===== config.mk =====
export PLATFORM = sky130hd
export DESIGN_NAME = ooo_exec_top
export DESIGN_NICKNAME = d
export VERILOG_FILES = /design/src/common/tag_pkg.sv /design/src/common/op_pkg.sv /design/src/logic/ooo_exec_top.sv /design/src/multiplier/mul_datapath.sv /design/src/multiplier/mul_step_counter.sv /design/src/multiplier/mul_fsm.sv /design/src/logic/alu_writeback.sv /design/src/logic/reservation_station.sv /design/src/logic/phys_reg_file.sv
export VERILOG_INCLUDE_DIRS = /design/src /design/src/common
export SDC_FILE = /design/constraint.sdc
export NUM_CORES = 2
export LEC_CHECK = 0
export BUFFER_PORTS_ARGS = -buffer_cell sky130_fd_sc_hd__buf_2
export CAP_MARGIN = 10
export CORE_MARGIN = 4
export CORE_UTILIZATION = 39
export DETAILED_ROUTE_END_ITERATION = 12
export HOLD_SLACK_MARGIN = 0.06
export PLACE_DENSITY_LB_ADDON = 0.15
export SYNTH_ARGS = -nofsm -noshare
export SYNTH_HDL_FRONTEND = slang
export SYNTH_SLANG_ARGS = --single-unit
export TNS_END_PERCENT = 100

===== constraint.sdc =====
create_clock -name clk -period 7.86 [get_ports clk]
set_clock_uncertainty 0.2 [all_clocks]
set_input_delay 0 -clock clk [delete_from_list [all_inputs] [get_ports clk]]
set_output_delay 0 -clock clk [all_outputs]
set_load 0.005 [all_outputs]

===== src/common/ooo_defines.svh =====
`ifndef OOO_DEFINES_SVH
`define OOO_DEFINES_SVH

`define XLEN      32
`define PHYS_REGS 16
`define TAG_W     4  // log2 of PHYS_REGS
`define RS_DEPTH  4
`define MUL_STEPS 32

`endif

===== src/common/tag_pkg.sv =====
`include "ooo_defines.svh"

package tag_pkg;

    typedef logic [`TAG_W-1:0] tag_t;

    typedef logic [`XLEN-1:0] word_t;

    // one result on the common data bus
    typedef struct packed {
        tag_t  tag;
        word_t data;
    } cdb_t;

endpackage


===== src/common/op_pkg.sv =====
package op_pkg;

    typedef enum logic [2:0] {
        ALU_ADD = 3'd0,
        ALU_SUB = 3'd1,
        ALU_AND = 3'd2,
        ALU_OR  = 3'd3,
        ALU_XOR = 3'd4,
        ALU_SLL = 3'd5,
        ALU_SRL = 3'd6,
        ALU_SLT = 3'd7   // signed compare
    } alu_op_t;

    typedef struct packed {
        tag_pkg::tag_t  rd;
        alu_op_t        op;
        logic           use_imm;
        tag_pkg::word_t imm;
    } alu_payload_t;

    // multiply carries only where the product goes
    typedef struct packed {
        tag_pkg::tag_t rd;
    } mul_payload_t;

endpackage


===== src/logic/ooo_exec_top.sv =====
`timescale 1ns/1ps

module ooo_exec_top (
    input  logic            clk,
    input  logic            reset,
    input  tag_pkg::tag_t   src1_tag,
    input  tag_pkg::tag_t   src2_tag,
    input  tag_pkg::tag_t   rd_tag,
    input  op_pkg::alu_op_t alu_op,
    input  logic            use_imm,
    input  tag_pkg::word_t  imm,
    input  logic            alu_dispatch_valid,
    input  logic            mul_dispatch_valid,
    output logic            alu_dispatch_ready,
    output logic            mul_dispatch_ready,
    output logic            cdb_valid,
    output tag_pkg::tag_t   cdb_tag,
    output tag_pkg::word_t  cdb_data
);
    tag_pkg::word_t       src1_value, src2_value;
    logic                 src1_ready, src2_ready;
    logic                 alloc;
    op_pkg::alu_payload_t alu_payload, alu_issue_payload;
    op_pkg::mul_payload_t mul_payload, mul_issue_payload;
    logic                 alu_issue_valid, alu_issue_ready;
    tag_pkg::word_t       alu_issue_a, alu_issue_b;
    logic                 mul_issue_valid, mul_ready;
    tag_pkg::word_t       mul_issue_a, mul_issue_b;
    logic                 mul_busy, mul_load, mul_done, mul_ack, last_step;
    tag_pkg::word_t       mul_product;
    tag_pkg::tag_t        mul_tag;

    assign alloc = (alu_dispatch_valid && alu_dispatch_ready) ||
                   (mul_dispatch_valid && mul_dispatch_ready);
    assign alu_payload = '{rd: rd_tag, op: alu_op, use_imm: use_imm, imm: imm};
    assign mul_payload = '{rd: rd_tag};

    phys_reg_file phys_reg_file_i (
        .clk, .reset, .src1_tag, .src2_tag, .rd_tag, .alloc,
        .cdb_valid, .cdb_tag, .cdb_data,
        .src1_value, .src2_value, .src1_ready, .src2_ready
    );

    reservation_station #(.payload_t(op_pkg::alu_payload_t)) alu_station (
        .clk, .reset, .dispatch_valid(alu_dispatch_valid), .payload(alu_payload),
        .src1_tag, .src2_tag, .src1_value, .src2_value, .src1_ready, .src2_ready,
        .cdb_valid, .cdb_tag, .cdb_data, .issue_ready(alu_issue_ready),
        .dispatch_ready(alu_dispatch_ready), .issue_valid(alu_issue_valid),
        .issue_payload(alu_issue_payload), .issue_a(alu_issue_a), .issue_b(alu_issue_b)
    );

    reservation_station #(.payload_t(op_pkg::mul_payload_t)) mul_station (
        .clk, .reset, .dispatch_valid(mul_dispatch_valid), .payload(mul_payload),
        .src1_tag, .src2_tag, .src1_value, .src2_value, .src1_ready, .src2_ready,
        .cdb_valid, .cdb_tag, .cdb_data, .issue_ready(mul_ready),
        .dispatch_ready(mul_dispatch_ready), .issue_valid(mul_issue_valid),
        .issue_payload(mul_issue_payload), .issue_a(mul_issue_a), .issue_b(mul_issue_b)
    );

    alu_writeback alu_writeback_i (
        .clk, .reset, .issue_valid(alu_issue_valid), .issue_payload(alu_issue_payload),
        .issue_a(alu_issue_a), .issue_b(alu_issue_b),
        .mul_done, .mul_tag, .mul_product,
        .issue_ready(alu_issue_ready), .mul_ack, .cdb_valid, .cdb_tag, .cdb_data
    );

    mul_fsm mul_fsm_i (
        .clk, .reset, .start(mul_issue_valid), .last_step, .ack(mul_ack),
        .ready(mul_ready), .busy(mul_busy), .load(mul_load), .done(mul_done)
    );

    mul_step_counter mul_step_counter_i (
        .clk, .reset, .load(mul_load), .busy(mul_busy), .last_step
    );

    mul_datapath mul_datapath_i (
        .clk, .reset, .load(mul_load), .busy(mul_busy),
        .a(mul_issue_a), .b(mul_issue_b), .tag(mul_issue_payload.rd),
        .product(mul_product), .product_tag(mul_tag)
    );

endmodule


===== src/multiplier/mul_datapath.sv =====
`timescale 1ns/1ps

module mul_datapath (
    input  logic           clk,
    input  logic           reset,
    input  logic           load,
    input  logic           busy,
    input  tag_pkg::word_t a,
    input  tag_pkg::word_t b,
    input  tag_pkg::tag_t  tag,
    output tag_pkg::word_t product,
    output tag_pkg::tag_t  product_tag
);
    tag_pkg::word_t mcand_q;
    tag_pkg::word_t mplier_q;
    tag_pkg::word_t acc_q;

    always_ff @(posedge clk) begin
        if (reset) acc_q <= '0;
        else if (load) acc_q <= '0;
        else if (busy && mplier_q[0]) acc_q <= acc_q + mcand_q;  // low word only
        if (load) begin
            mcand_q     <= a;
            mplier_q    <= b;
            product_tag <= tag;
        end else if (busy) begin
            mcand_q  <= mcand_q << 1;
            mplier_q <= mplier_q >> 1;
        end
    end

    assign product = acc_q;

endmodule


===== src/multiplier/mul_step_counter.sv =====
`timescale 1ns/1ps
`include "ooo_defines.svh"

module mul_step_counter (
    input  logic clk,
    input  logic reset,
    input  logic load,
    input  logic busy,
    output logic last_step
);
    localparam int CNT_W = $clog2(`MUL_STEPS);

    logic [CNT_W-1:0] count_q;

    always_ff @(posedge clk) begin
        if (reset) count_q <= '0;
        else if (load) count_q <= CNT_W'(`MUL_STEPS - 1);
        else if (busy) count_q <= count_q - 1'b1;
    end

    assign last_step = count_q == '0;

endmodule


===== src/multiplier/mul_fsm.sv =====
`timescale 1ns/1ps

module mul_fsm (
    input  logic clk,
    input  logic reset,
    input  logic start,
    input  logic last_step,
    input  logic ack,
    output logic ready,
    output logic busy,
    output logic load,
    output logic done
);
    typedef enum logic [1:0] {IDLE, BUSY, DONE} state_t;

    state_t state_q;
    state_t state_n;

    always_comb begin
        state_n = state_q;
        unique case (state_q)
            IDLE:    if (load) state_n = BUSY;
            BUSY:    if (last_step) state_n = DONE;
            default: if (ack) state_n = IDLE;  // product held until taken
        endcase
    end

    always_ff @(posedge clk) begin
        if (reset) state_q <= IDLE;
        else state_q <= state_n;
    end

    assign ready = state_q == IDLE;
    assign busy  = state_q == BUSY;
    assign done  = state_q == DONE;
    assign load  = start && ready;

endmodule


===== src/logic/alu_writeback.sv =====
`timescale 1ns/1ps
`include "ooo_defines.svh"

module alu_writeback (
    input  logic                clk,
    input  logic                reset,
    input  logic                issue_valid,
    input  op_pkg::alu_payload_t issue_payload,
    input  tag_pkg::word_t      issue_a,
    input  tag_pkg::word_t      issue_b,
    input  logic                mul_done,
    input  tag_pkg::tag_t       mul_tag,
    input  tag_pkg::word_t      mul_product,
    output logic                issue_ready,
    output logic                mul_ack,
    output logic                cdb_valid,
    output tag_pkg::tag_t       cdb_tag,
    output tag_pkg::word_t      cdb_data
);
    localparam int SHAMT_W = $clog2(`XLEN);

    tag_pkg::word_t opb;
    tag_pkg::word_t result;
    tag_pkg::cdb_t  hold_q;
    logic           hold_valid_q;
    logic           alu_grant;

    assign opb = issue_payload.use_imm ? issue_payload.imm : issue_b;

    always_comb begin
        unique case (issue_payload.op)
            op_pkg::ALU_ADD: result = issue_a + opb;
            op_pkg::ALU_SUB: result = issue_a - opb;
            op_pkg::ALU_AND: result = issue_a & opb;
            op_pkg::ALU_OR:  result = issue_a | opb;
            op_pkg::ALU_XOR: result = issue_a ^ opb;
            op_pkg::ALU_SLL: result = issue_a << opb[SHAMT_W-1:0];
            op_pkg::ALU_SRL: result = issue_a >> opb[SHAMT_W-1:0];
            default:         result = tag_pkg::word_t'($signed(issue_a) < $signed(opb));
        endcase
    end

    // multiply result owns the bus whenever it is waiting
    assign mul_ack     = mul_done;
    assign alu_grant   = hold_valid_q && !mul_done;
    assign issue_ready = !hold_valid_q || alu_grant;

    always_ff @(posedge clk) begin
        if (reset) hold_valid_q <= 1'b0;
        else if (issue_ready) hold_valid_q <= issue_valid;
        if (issue_valid && issue_ready) hold_q <= '{tag: issue_payload.rd, data: result};
    end

    assign cdb_valid = mul_done || hold_valid_q;
    assign cdb_tag   = mul_done ? mul_tag : hold_q.tag;
    assign cdb_data  = mul_done ? mul_product : hold_q.data;

endmodule


===== src/logic/reservation_station.sv =====
`timescale 1ns/1ps
`include "ooo_defines.svh"

module reservation_station #(
    parameter type payload_t = logic
) (
    input  logic           clk,
    input  logic           reset,
    input  logic           dispatch_valid,
    input  payload_t       payload,
    input  tag_pkg::tag_t  src1_tag,
    input  tag_pkg::tag_t  src2_tag,
    input  tag_pkg::word_t src1_value,
    input  tag_pkg::word_t src2_value,
    input  logic           src1_ready,
    input  logic           src2_ready,
    input  logic           cdb_valid,
    input  tag_pkg::tag_t  cdb_tag,
    input  tag_pkg::word_t cdb_data,
    input  logic           issue_ready,
    output logic           dispatch_ready,
    output logic           issue_valid,
    output payload_t       issue_payload,
    output tag_pkg::word_t issue_a,
    output tag_pkg::word_t issue_b
);
    localparam int IDX_W = $clog2(`RS_DEPTH);

    typedef struct packed {
        payload_t       pay;
        tag_pkg::tag_t  tag1;
        tag_pkg::tag_t  tag2;
        tag_pkg::word_t val1;
        tag_pkg::word_t val2;
        logic           rdy1;
        logic           rdy2;
    } entry_t;

    // entry 0 is the oldest, the queue collapses on issue
    entry_t               ent_q [`RS_DEPTH];
    entry_t               ent_n [`RS_DEPTH];
    logic [`RS_DEPTH-1:0] used_q;
    logic [`RS_DEPTH-1:0] used_n;
    logic [IDX_W-1:0]     sel;
    logic [IDX_W-1:0]     slot;
    logic                 issue_fire;

    assign dispatch_ready = !used_q[`RS_DEPTH-1];
    assign issue_fire     = issue_valid && issue_ready;
    assign issue_payload  = ent_q[sel].pay;
    assign issue_a        = ent_q[sel].val1;
    assign issue_b        = ent_q[sel].val2;

    always_comb begin
        sel         = '0;
        issue_valid = 1'b0;
        for (int i = `RS_DEPTH - 1; i >= 0; i--) begin
            if (used_q[i] && ent_q[i].rdy1 && ent_q[i].rdy2) begin
                sel         = IDX_W'(i);
                issue_valid = 1'b1;
            end
        end
    end

    always_comb begin
        used_n = used_q;
        ent_n  = ent_q;
        slot   = '0;
        if (issue_fire) begin
            for (int i = 0; i < `RS_DEPTH - 1; i++) begin
                if (i >= int'(sel)) begin
                    used_n[i] = used_q[i+1];
                    ent_n[i]  = ent_q[i+1];
                end
            end
            used_n[`RS_DEPTH-1] = 1'b0;
        end
        for (int i = 0; i < `RS_DEPTH; i++) begin  // wakeup
            if (cdb_valid && !ent_n[i].rdy1 && ent_n[i].tag1 == cdb_tag) begin
                ent_n[i].rdy1 = 1'b1;
                ent_n[i].val1 = cdb_data;
            end
            if (cdb_valid && !ent_n[i].rdy2 && ent_n[i].tag2 == cdb_tag) begin
                ent_n[i].rdy2 = 1'b1;
                ent_n[i].val2 = cdb_data;
            end
        end
        for (int i = `RS_DEPTH - 1; i >= 0; i--) begin
            if (!used_n[i]) slot = IDX_W'(i);  // lowest free
        end
        if (dispatch_valid && dispatch_ready) begin
            used_n[slot] = 1'b1;
            ent_n[slot]  = '{pay: payload, tag1: src1_tag, tag2: src2_tag,
                             val1: src1_value, val2: src2_value,
                             rdy1: src1_ready, rdy2: src2_ready};
        end
    end

    always_ff @(posedge clk) begin
        if (reset) used_q <= '0;
        else used_q <= used_n;
        ent_q <= ent_n;
    end

endmodule


===== src/logic/phys_reg_file.sv =====
`timescale 1ns/1ps
`include "ooo_defines.svh"

module phys_reg_file (
    input  logic           clk,
    input  logic           reset,
    input  tag_pkg::tag_t  src1_tag,
    input  tag_pkg::tag_t  src2_tag,
    input  tag_pkg::tag_t  rd_tag,
    input  logic           alloc,
    input  logic           cdb_valid,
    input  tag_pkg::tag_t  cdb_tag,
    input  tag_pkg::word_t cdb_data,
    output tag_pkg::word_t src1_value,
    output tag_pkg::word_t src2_value,
    output logic           src1_ready,
    output logic           src2_ready
);
    tag_pkg::word_t         regs_q [`PHYS_REGS];
    logic [`PHYS_REGS-1:0]  ready_q;
    logic                   src1_hit;
    logic                   src2_hit;

    always_ff @(posedge clk) begin
        if (reset) begin
            ready_q <= '1;
            for (int i = 0; i < `PHYS_REGS; i++) begin
                regs_q[i] <= '0;
            end
        end else begin
            if (cdb_valid && cdb_tag != '0) begin
                regs_q[cdb_tag]  <= cdb_data;
                ready_q[cdb_tag] <= 1'b1;
            end
            if (alloc && rd_tag != '0) ready_q[rd_tag] <= 1'b0;  // new producer wins
        end
    end

    // same-cycle broadcast bypasses the array
    assign src1_hit   = cdb_valid && cdb_tag == src1_tag;
    assign src2_hit   = cdb_valid && cdb_tag == src2_tag;
    assign src1_value = (src1_tag == '0) ? '0 : src1_hit ? cdb_data : regs_q[src1_tag];
    assign src2_value = (src2_tag == '0) ? '0 : src2_hit ? cdb_data : regs_q[src2_tag];
    assign src1_ready = (src1_tag == '0) || src1_hit || ready_q[src1_tag];
    assign src2_ready = (src2_tag == '0) || src2_hit || ready_q[src2_tag];

endmodule


# Word level (Yosys, flattened, before mapping)
# Memory sizes are Yosys's and may differ from the RTL's.
# Index checks and enable logic that the tools add are counted.
# Widths: inputs -> output; s select.
[classes] addsub=4 mul=0 n_div=0 magnitude_cmp=23 eq_ne=28 shift=2 mux=129 bitwise_logic=12 reduce_logical=103
[op_table] op="$mux 32" count=27
[op_table] op="$mux 114" count=6
[op_table] op="$mux 78" count=6
[op_table] op="$bwmux 456" count=1
[op_table] op="$mux 456" count=1
[op_table] op="$mux 342" count=1
[op_table] op="$bwmux 312" count=1
[op_table] op="$mux 312" count=1
[op_table] op="$mux 234" count=1
[op_table] op="$bmux 114 s2" count=1
[op_table] op="$demux 114 s2" count=1
[op_table] op="$pmux 32 s7" count=1
[op_table] op="$bmux 78 s2" count=1
[op_table] op="$demux 78 s2" count=1
[op_table] op="$eq 4x4->1" count=18
[op_table] op="$add 32x32->32" count=2
[op_table] op="$logic_and 1x1->1" count=64
[op_table] op="$mux 16" count=3
[op_table] op="$mux 1" count=42
[op_table] op="$mux 2" count=19
[op_table] op="$and 32x32->32" count=1
[op_table] op="$lt 32x32->1" count=1
[op_table] op="$or 32x32->32" count=1
[op_table] op="$reduce_or 32->1" count=1
[op_table] op="other kinds (42)" count=99
[word_totals] regBits=936 latch_bits=0 mem_bits_rw=512 romBits=0 out_inout_bits=39 wordCells=382 memories=1
[memory_table] memory="phys_reg_file_i.regs_q" words=16 width=32 read_ports=2 rd_clocked_by_memory_dff=0 wr=16 line="phys_reg_file.sv:19" text="tag_pkg::word_t regs_q [`PHYS_REGS];"

# Logic depth before layout (Yosys ltp)
[depth] ltp_word=20 depth_mapped=25 ltp_nobuf=20

# Hierarchy
# Synthesis repeated with hierarchy kept, for this count alone.
[unflattened] cells_unflattened=9331 hier_area_um2=88270.9
[modules_own_cells] mod="phys_reg_file" instances=1 cells_per_inst=1960 area_each_um2=28986.6 seq_area_each_um2=15675.0
[modules_own_cells] mod="reservation_station at alu_station" instances=1 cells_per_inst=3155 area_each_um2=25185.4 seq_area_each_um2=9689.3
[modules_own_cells] mod="reservation_station at mul_station" instances=1 cells_per_inst=2279 area_each_um2=18203.7 seq_area_each_um2=6446.2
[modules_own_cells] mod="alu_writeback" instances=1 cells_per_inst=1411 area_each_um2=10050.9 seq_area_each_um2=1101.1
[modules_own_cells] mod="mul_datapath" instances=1 cells_per_inst=489 area_each_um2=5509.0 seq_area_each_um2=2682.6
[modules_own_cells] mod="mul_step_counter" instances=1 cells_per_inst=24 area_each_um2=221.5 seq_area_each_um2=100.1
[modules_own_cells] mod="mul_fsm" instances=1 cells_per_inst=12 area_each_um2=105.1 seq_area_each_um2=40.0
[modules_own_cells] mod="ooo_exec_top" instances=1 cells_per_inst=1 area_each_um2=8.8 seq_area_each_um2=0.0

# Worst setup path before layout
# Ideal clock, no wire load.
[synth_path] kind="register -> register" startpoint="register alu_station.ent_q[228] (netlist bit)" endpoint="register alu_writeback_i.hold_q[18] (netlist bit) (data pin)" arrival_time_ns=5.554 slack_ns=1.834 stages_incl_launch_ff=23 n_path_buf=3 cell_sequence="dfxtp_1 > and3_1 > a21o_2 > nand2_4 > mux4_2 > mux2_4 > buf_6 > buf_2 > clkbuf_1 > ha_1 > inv_1 > fa_1 > nor2b_1 > o21bai_1 > o311ai_0 > o311ai_0 > a21oi_1 > a21oi_1 > o21ai_0 > a21oi_1 > o211a_1 > o31a_1 > or4_1"
[synth_between] elab_chain_len=10 elab_cells_between_ends=23 cone_classes="2 x add/sub; 6 x eq/ne; 2 x shift; 7 x mux; 4 x bitwise; 2 x reduce/logical"
[synth_rtl] element="start: declaration" line="reservation_station.sv:40" text="entry_t ent_q [`RS_DEPTH];"
[synth_rtl] element="start signal: assignment" line="reservation_station.sv:102" text="ent_q <= ent_n;"
[synth_rtl] element="$logic_and 1x1->1 *" line="reservation_station.sv:58" text="if (used_q[i] && ent_q[i].rdy1 && ent_q[i].rdy2) begin"
[synth_rtl] element="$mux 2 * (2 in series)" line="reservation_station.sv:58"
[synth_rtl] element="$not 2->3 (implied by the code) *" line="reservation_station.sv:50, reservation_station.sv:51, reservation_station.sv:52"
[synth_rtl] element="$bmux 114 s2 *" line="reservation_station.sv:50, reservation_station.sv:51, reservation_station.sv:52"
[synth_rtl] element="$mux 114 (implied by the code) * (2 in series)" line="reservation_station.sv:50" text="assign issue_payload = ent_q[sel].pay;"
[synth_rtl] element="$mux 32" line="alu_writeback.sv:28" text="assign opb = issue_payload.use_imm ? issue_payload.imm : issue_b;"
[synth_rtl] element="$sub 32x32->32 (tied with other cells)" line="alu_writeback.sv:33" text="op_pkg::ALU_SUB: result = issue_a - opb;"
[synth_rtl] element="$pmux 32 s7 *" line="alu_writeback.sv:31" text="unique case (issue_payload.op)"
[synth_rtl] element="net alu_writeback_i.result[18]" line="alu_writeback.sv:23" text="tag_pkg::word_t result;"
[synth_rtl] element="end signal: assignment" line="alu_writeback.sv:51" text="if (issue_valid && issue_ready) hold_q <= '{tag: issue_payload.rd, data: result};"
[synth_rtl] element="end: declaration" line="alu_writeback.sv:24" text="tag_pkg::cdb_t hold_q;"
# The timed path passes the listed nets; every way through them passes the cells marked *. The select of a mux whose other input is x is not followed.
# A chain may end at the register's enable or synchronous reset.

# Worst setup path in the final report
[layout_path] startpoint="register alu_station.used_q[2]" endpoint="register alu_writeback_i.hold_q[27] (netlist bit) (data pin)"
[layout_between] elab_chain_len=12 elab_cells_between_ends=25 cone_classes="2 x add/sub; 6 x eq/ne; 2 x shift; 8 x mux; 4 x bitwise; 3 x reduce/logical"
[layout_rtl] element="start: declaration" line="reservation_station.sv:42" text="logic [`RS_DEPTH-1:0] used_q;"
[layout_rtl] element="start signal: assignment" line="reservation_station.sv:101" text="else used_q <= used_n;"
[layout_rtl] element="$logic_and 1x1->1 * (2 in series)" line="reservation_station.sv:58"
[layout_rtl] element="$mux 2 * (3 in series)" line="reservation_station.sv:58"
[layout_rtl] element="$not 2->3 (implied by the code) *" line="reservation_station.sv:50, reservation_station.sv:51, reservation_station.sv:52"
[layout_rtl] element="$bmux 114 s2 *" line="reservation_station.sv:50, reservation_station.sv:51, reservation_station.sv:52"
[layout_rtl] element="$mux 114 (implied by the code) * (2 in series)" line="reservation_station.sv:50"
[layout_rtl] element="$mux 32" line="alu_writeback.sv:28"
[layout_rtl] element="$sub 32x32->32 (tied with other cells)" line="alu_writeback.sv:33"
[layout_rtl] element="$pmux 32 s7 *" line="alu_writeback.sv:31"
[layout_rtl] element="net alu_writeback_i.result[27]" line="alu_writeback.sv:23"
# Marked as above.

==> results.cfg <==
[power]
leakagePower_nw = 35.8
power.density_nw_per_um2 = 384
ir_drop_mv = 0.247

[logic_synthesis]
synthDominantCellAreaShare_pct = 24.3
synth.distinct_cells = 97
async_flop_share_pct = 0
syn_inst = 9512
synth_edf_count = 676
seq_area_frac_synth_pct = 42.8
synth_area_per_cell_um2 = 8.77
ys.flop_type = dfxtp_1
synth_most_common_cell = nand2_1
ys_top_cells_by_area = edfxtp_1, dfxtp_1, nand2_1
synth.largest_area_cell = edfxtp_1
synthTopCellsByCount = nand2_1, nor2_1, a21oi_1, o21ai_0, dfxtp_1
yosys_warnings = 0
synth_area_um2 = 83400
ys_ff_latch = 1447

[die]
initial_utilization_pct = 39.3
coreArea_um2 = 212000
ios = 91
placementRows = 169
dieArea_um2 = 221000
chipHeight_um = 470
dieWidth_um = 470

[clock_tree]
postCtsSetupBuffers = 0
postCtsHoldBufs = 101
cts-htree-levels = 4
ctsResizeCount = 0
cts_sinks = 1447
clk_pin_slew_ns = 0.06
numCtsBuffers = 170
cts_tree = done
clockBufferDepth = 3
clock_latency_ns = 0.86
root_buffer = clkbuf_16

[timing]
drv_slew = 0
setup_viol = 0
timing.hold.ws_ns = 0.125
hold_viol_final = 0
fmax_mhz = 140
max_slew_margin_pct = 8.22
post-route-min-period_ns = 7.15
tightest_slew_ns = 1.38
period_share_pct = 91.0
rsz0062_at_grt = no
final.setup.tns_ns = 0

[place]
dp_hpwl_um = 231000
place_inst = 11900
gp_congestion = 1.00
io_buffer_count = 90
placed_area_um2 = 86900

[final_layout]
finalNonFillerCells = 12300
post-route-cell-area_um2 = 93500
area_growth_pct = 12.1
final_core_util_pct = 44.0
nNetsFinal = 9517
drive_above_1_share_pct = 12.3

[routing]
vias_per_cell = 5.96
drt-total-wl_um = 352000
drt-initial-drc-count = 8734
antenna_left = 0
num_vias = 73200
wire_per_inst_um = 28.7
drc = 0
drt-pass1-iter-count = 7

[grt]
grt_pass1_wl_um = 504000
grt_pass1_vias = 69700
antenna_found_initial = 16
grt_max_degree = 131
grt-ovfl-total = 0
track_usage_pct = 30.8

[run_status]
status = complete, no violations

[worst_setup_path]
critPathKind = reg -> reg
reg2reg_setup_slack_ns = 0.71
reg2reg_depth = 18
rr_endpoint = alu_writeback_i.hold_q[27]
worstPathRequired_ns = 8.18
critical_path_arrival_ns = 7.47
start_kind = flop
endpoint_kind = flop
rr_startpoint = alu_station.used_q[2]
cp_max_fo = 23

[worst_hold_path]
hold_class = in -> reg
whs_path_depth = 3
holdCritStartpoint = src2_tag[2]

[flow_run]
maxCapViolCount = 0
cell usage in the layout (no fill, tap or decap), types with 105 or more instances in the layout:
cell type / count
mux4_2: 346
a21oi_1: 897
inv_1: 143
a31oi_1: 120
ha_1: 139
nand3_1: 194
xnor2_1: 105
nand2_1: 2072
mux2i_1: 529
dfxtp_1: 771
o21ai_0: 860
nor2_1: 1086
edfxtp_1: 676
buf_4: 240
clkbuf_16: 172
power by group:
group | internal, mW | switching (mW) | leakage (nW)
logic | 5.45 | 11.3 | 19.8
registers | 9.89 | 1.35 | 13.3
clock network | 4.43 | 3.54 | 2.72
worst max-delay path: stages (launching register included):
cell and delay (ns):
dfxtp_1 0.40, nand3_2 0.16, a21o_2 0.28, nand2_4 0.28, mux4_2 0.88, buf_4 0.31, a311oi_1 0.32, a31o_2 0.19
ha_1 0.40, a211oi_1 0.36, o21ai_0 0.20, a31o_2 0.29, a2111oi_0 0.68, a2111oi_0 0.27, a211oi_1 0.69, o21ai_0 0.24
a221o_1 0.38, o21ai_0 0.13, nand4_1 0.15
per-layer routing:
metal  up-vias  routed length [µm]  track usage (%)
met5         -                  63                0
met4         8               21300             16.6
met1     35900              140000             39.4
li1      33100                   -                -
met3       776               29000             5.64
met2      3425              162000             49.4
through the flow:
| stage | worst slack, ns | power [mW] |
|---|---|---|
| after floorplan | 1.83 | 21.2 |
| after global placement | 1.01 | 27.6 |
| after detailed placement | 0.937 | 27.6 |
| after CTS | 0.831 | 35.7 |
| after global routing | 0.445 | 37.7 |
| final | 0.708 | 35.9 |
flip-flops by register name, summed over array words and instances (netlist names), 15 cells and up, named ones only:
register	count
phys_reg_file_i.regs_q	512
alu_station.ent_q	408
mul_station.ent_q	300
alu_writeback_i.hold_q	36
mul_datapath_i.mcand_q	32
mul_datapath_i.mplier_q	32
mul_datapath_i.product	32
phys_reg_file_i.ready_q	15
worst max-delay path by stage:
| stage | slack (ns) | to | from | cells past startpoint |
|---|---|---|---|---|
| finish | 0.71 | alu_writeback_i.hold_q[27] | alu_station.used_q[2] | 18 |
| global route | 0.44 | alu_writeback_i.hold_q[27] | alu_station.used_q[2] | 18 |
| CTS | 0.83 | alu_writeback_i.hold_q[18] | alu_station.used_q[3] | 16 |
| detailed placement | 0.94 | alu_writeback_i.hold_q[18] | alu_station.used_q[3] | 16 |
| global placement | 1.01 | alu_writeback_i.hold_q[18] | alu_station.used_q[3] | 16 |
| floorplan | 1.83 | alu_writeback_i.hold_q[18] | alu_station.ent_q[228] | 22 |
kinds of logic (layout without fill, tap and decap cells):
logic type,Yosys count,count (layout),share of synthesized area (%)
buf+inv,988,911,4.76
other cells,1,38,0.00450
fa+ha+maj,142,142,2.16
flops,1447,1447,42.8
simple gates,3625,3625,17.3
xor+xnor,123,123,1.29
compound gates,2244,2244,15.0
mux,942,942,16.6
final cells by class:
class / instances / area (µm²)
Fill cell: 20700 / 119000
Multi-Input combinational cell: 7108 / 44400
Sequential cell: 1447 / 35700
Clock buffer: 237 / 4780
Timing Repair Buffer: 446 / 3640
Tap cell: 2821 / 3530
Clock inverter: 78 / 805
Inverter: 150 / 577
Antenna cell: 6 / 15.0
No activity file was read; power rests on OpenSTA's default activity.
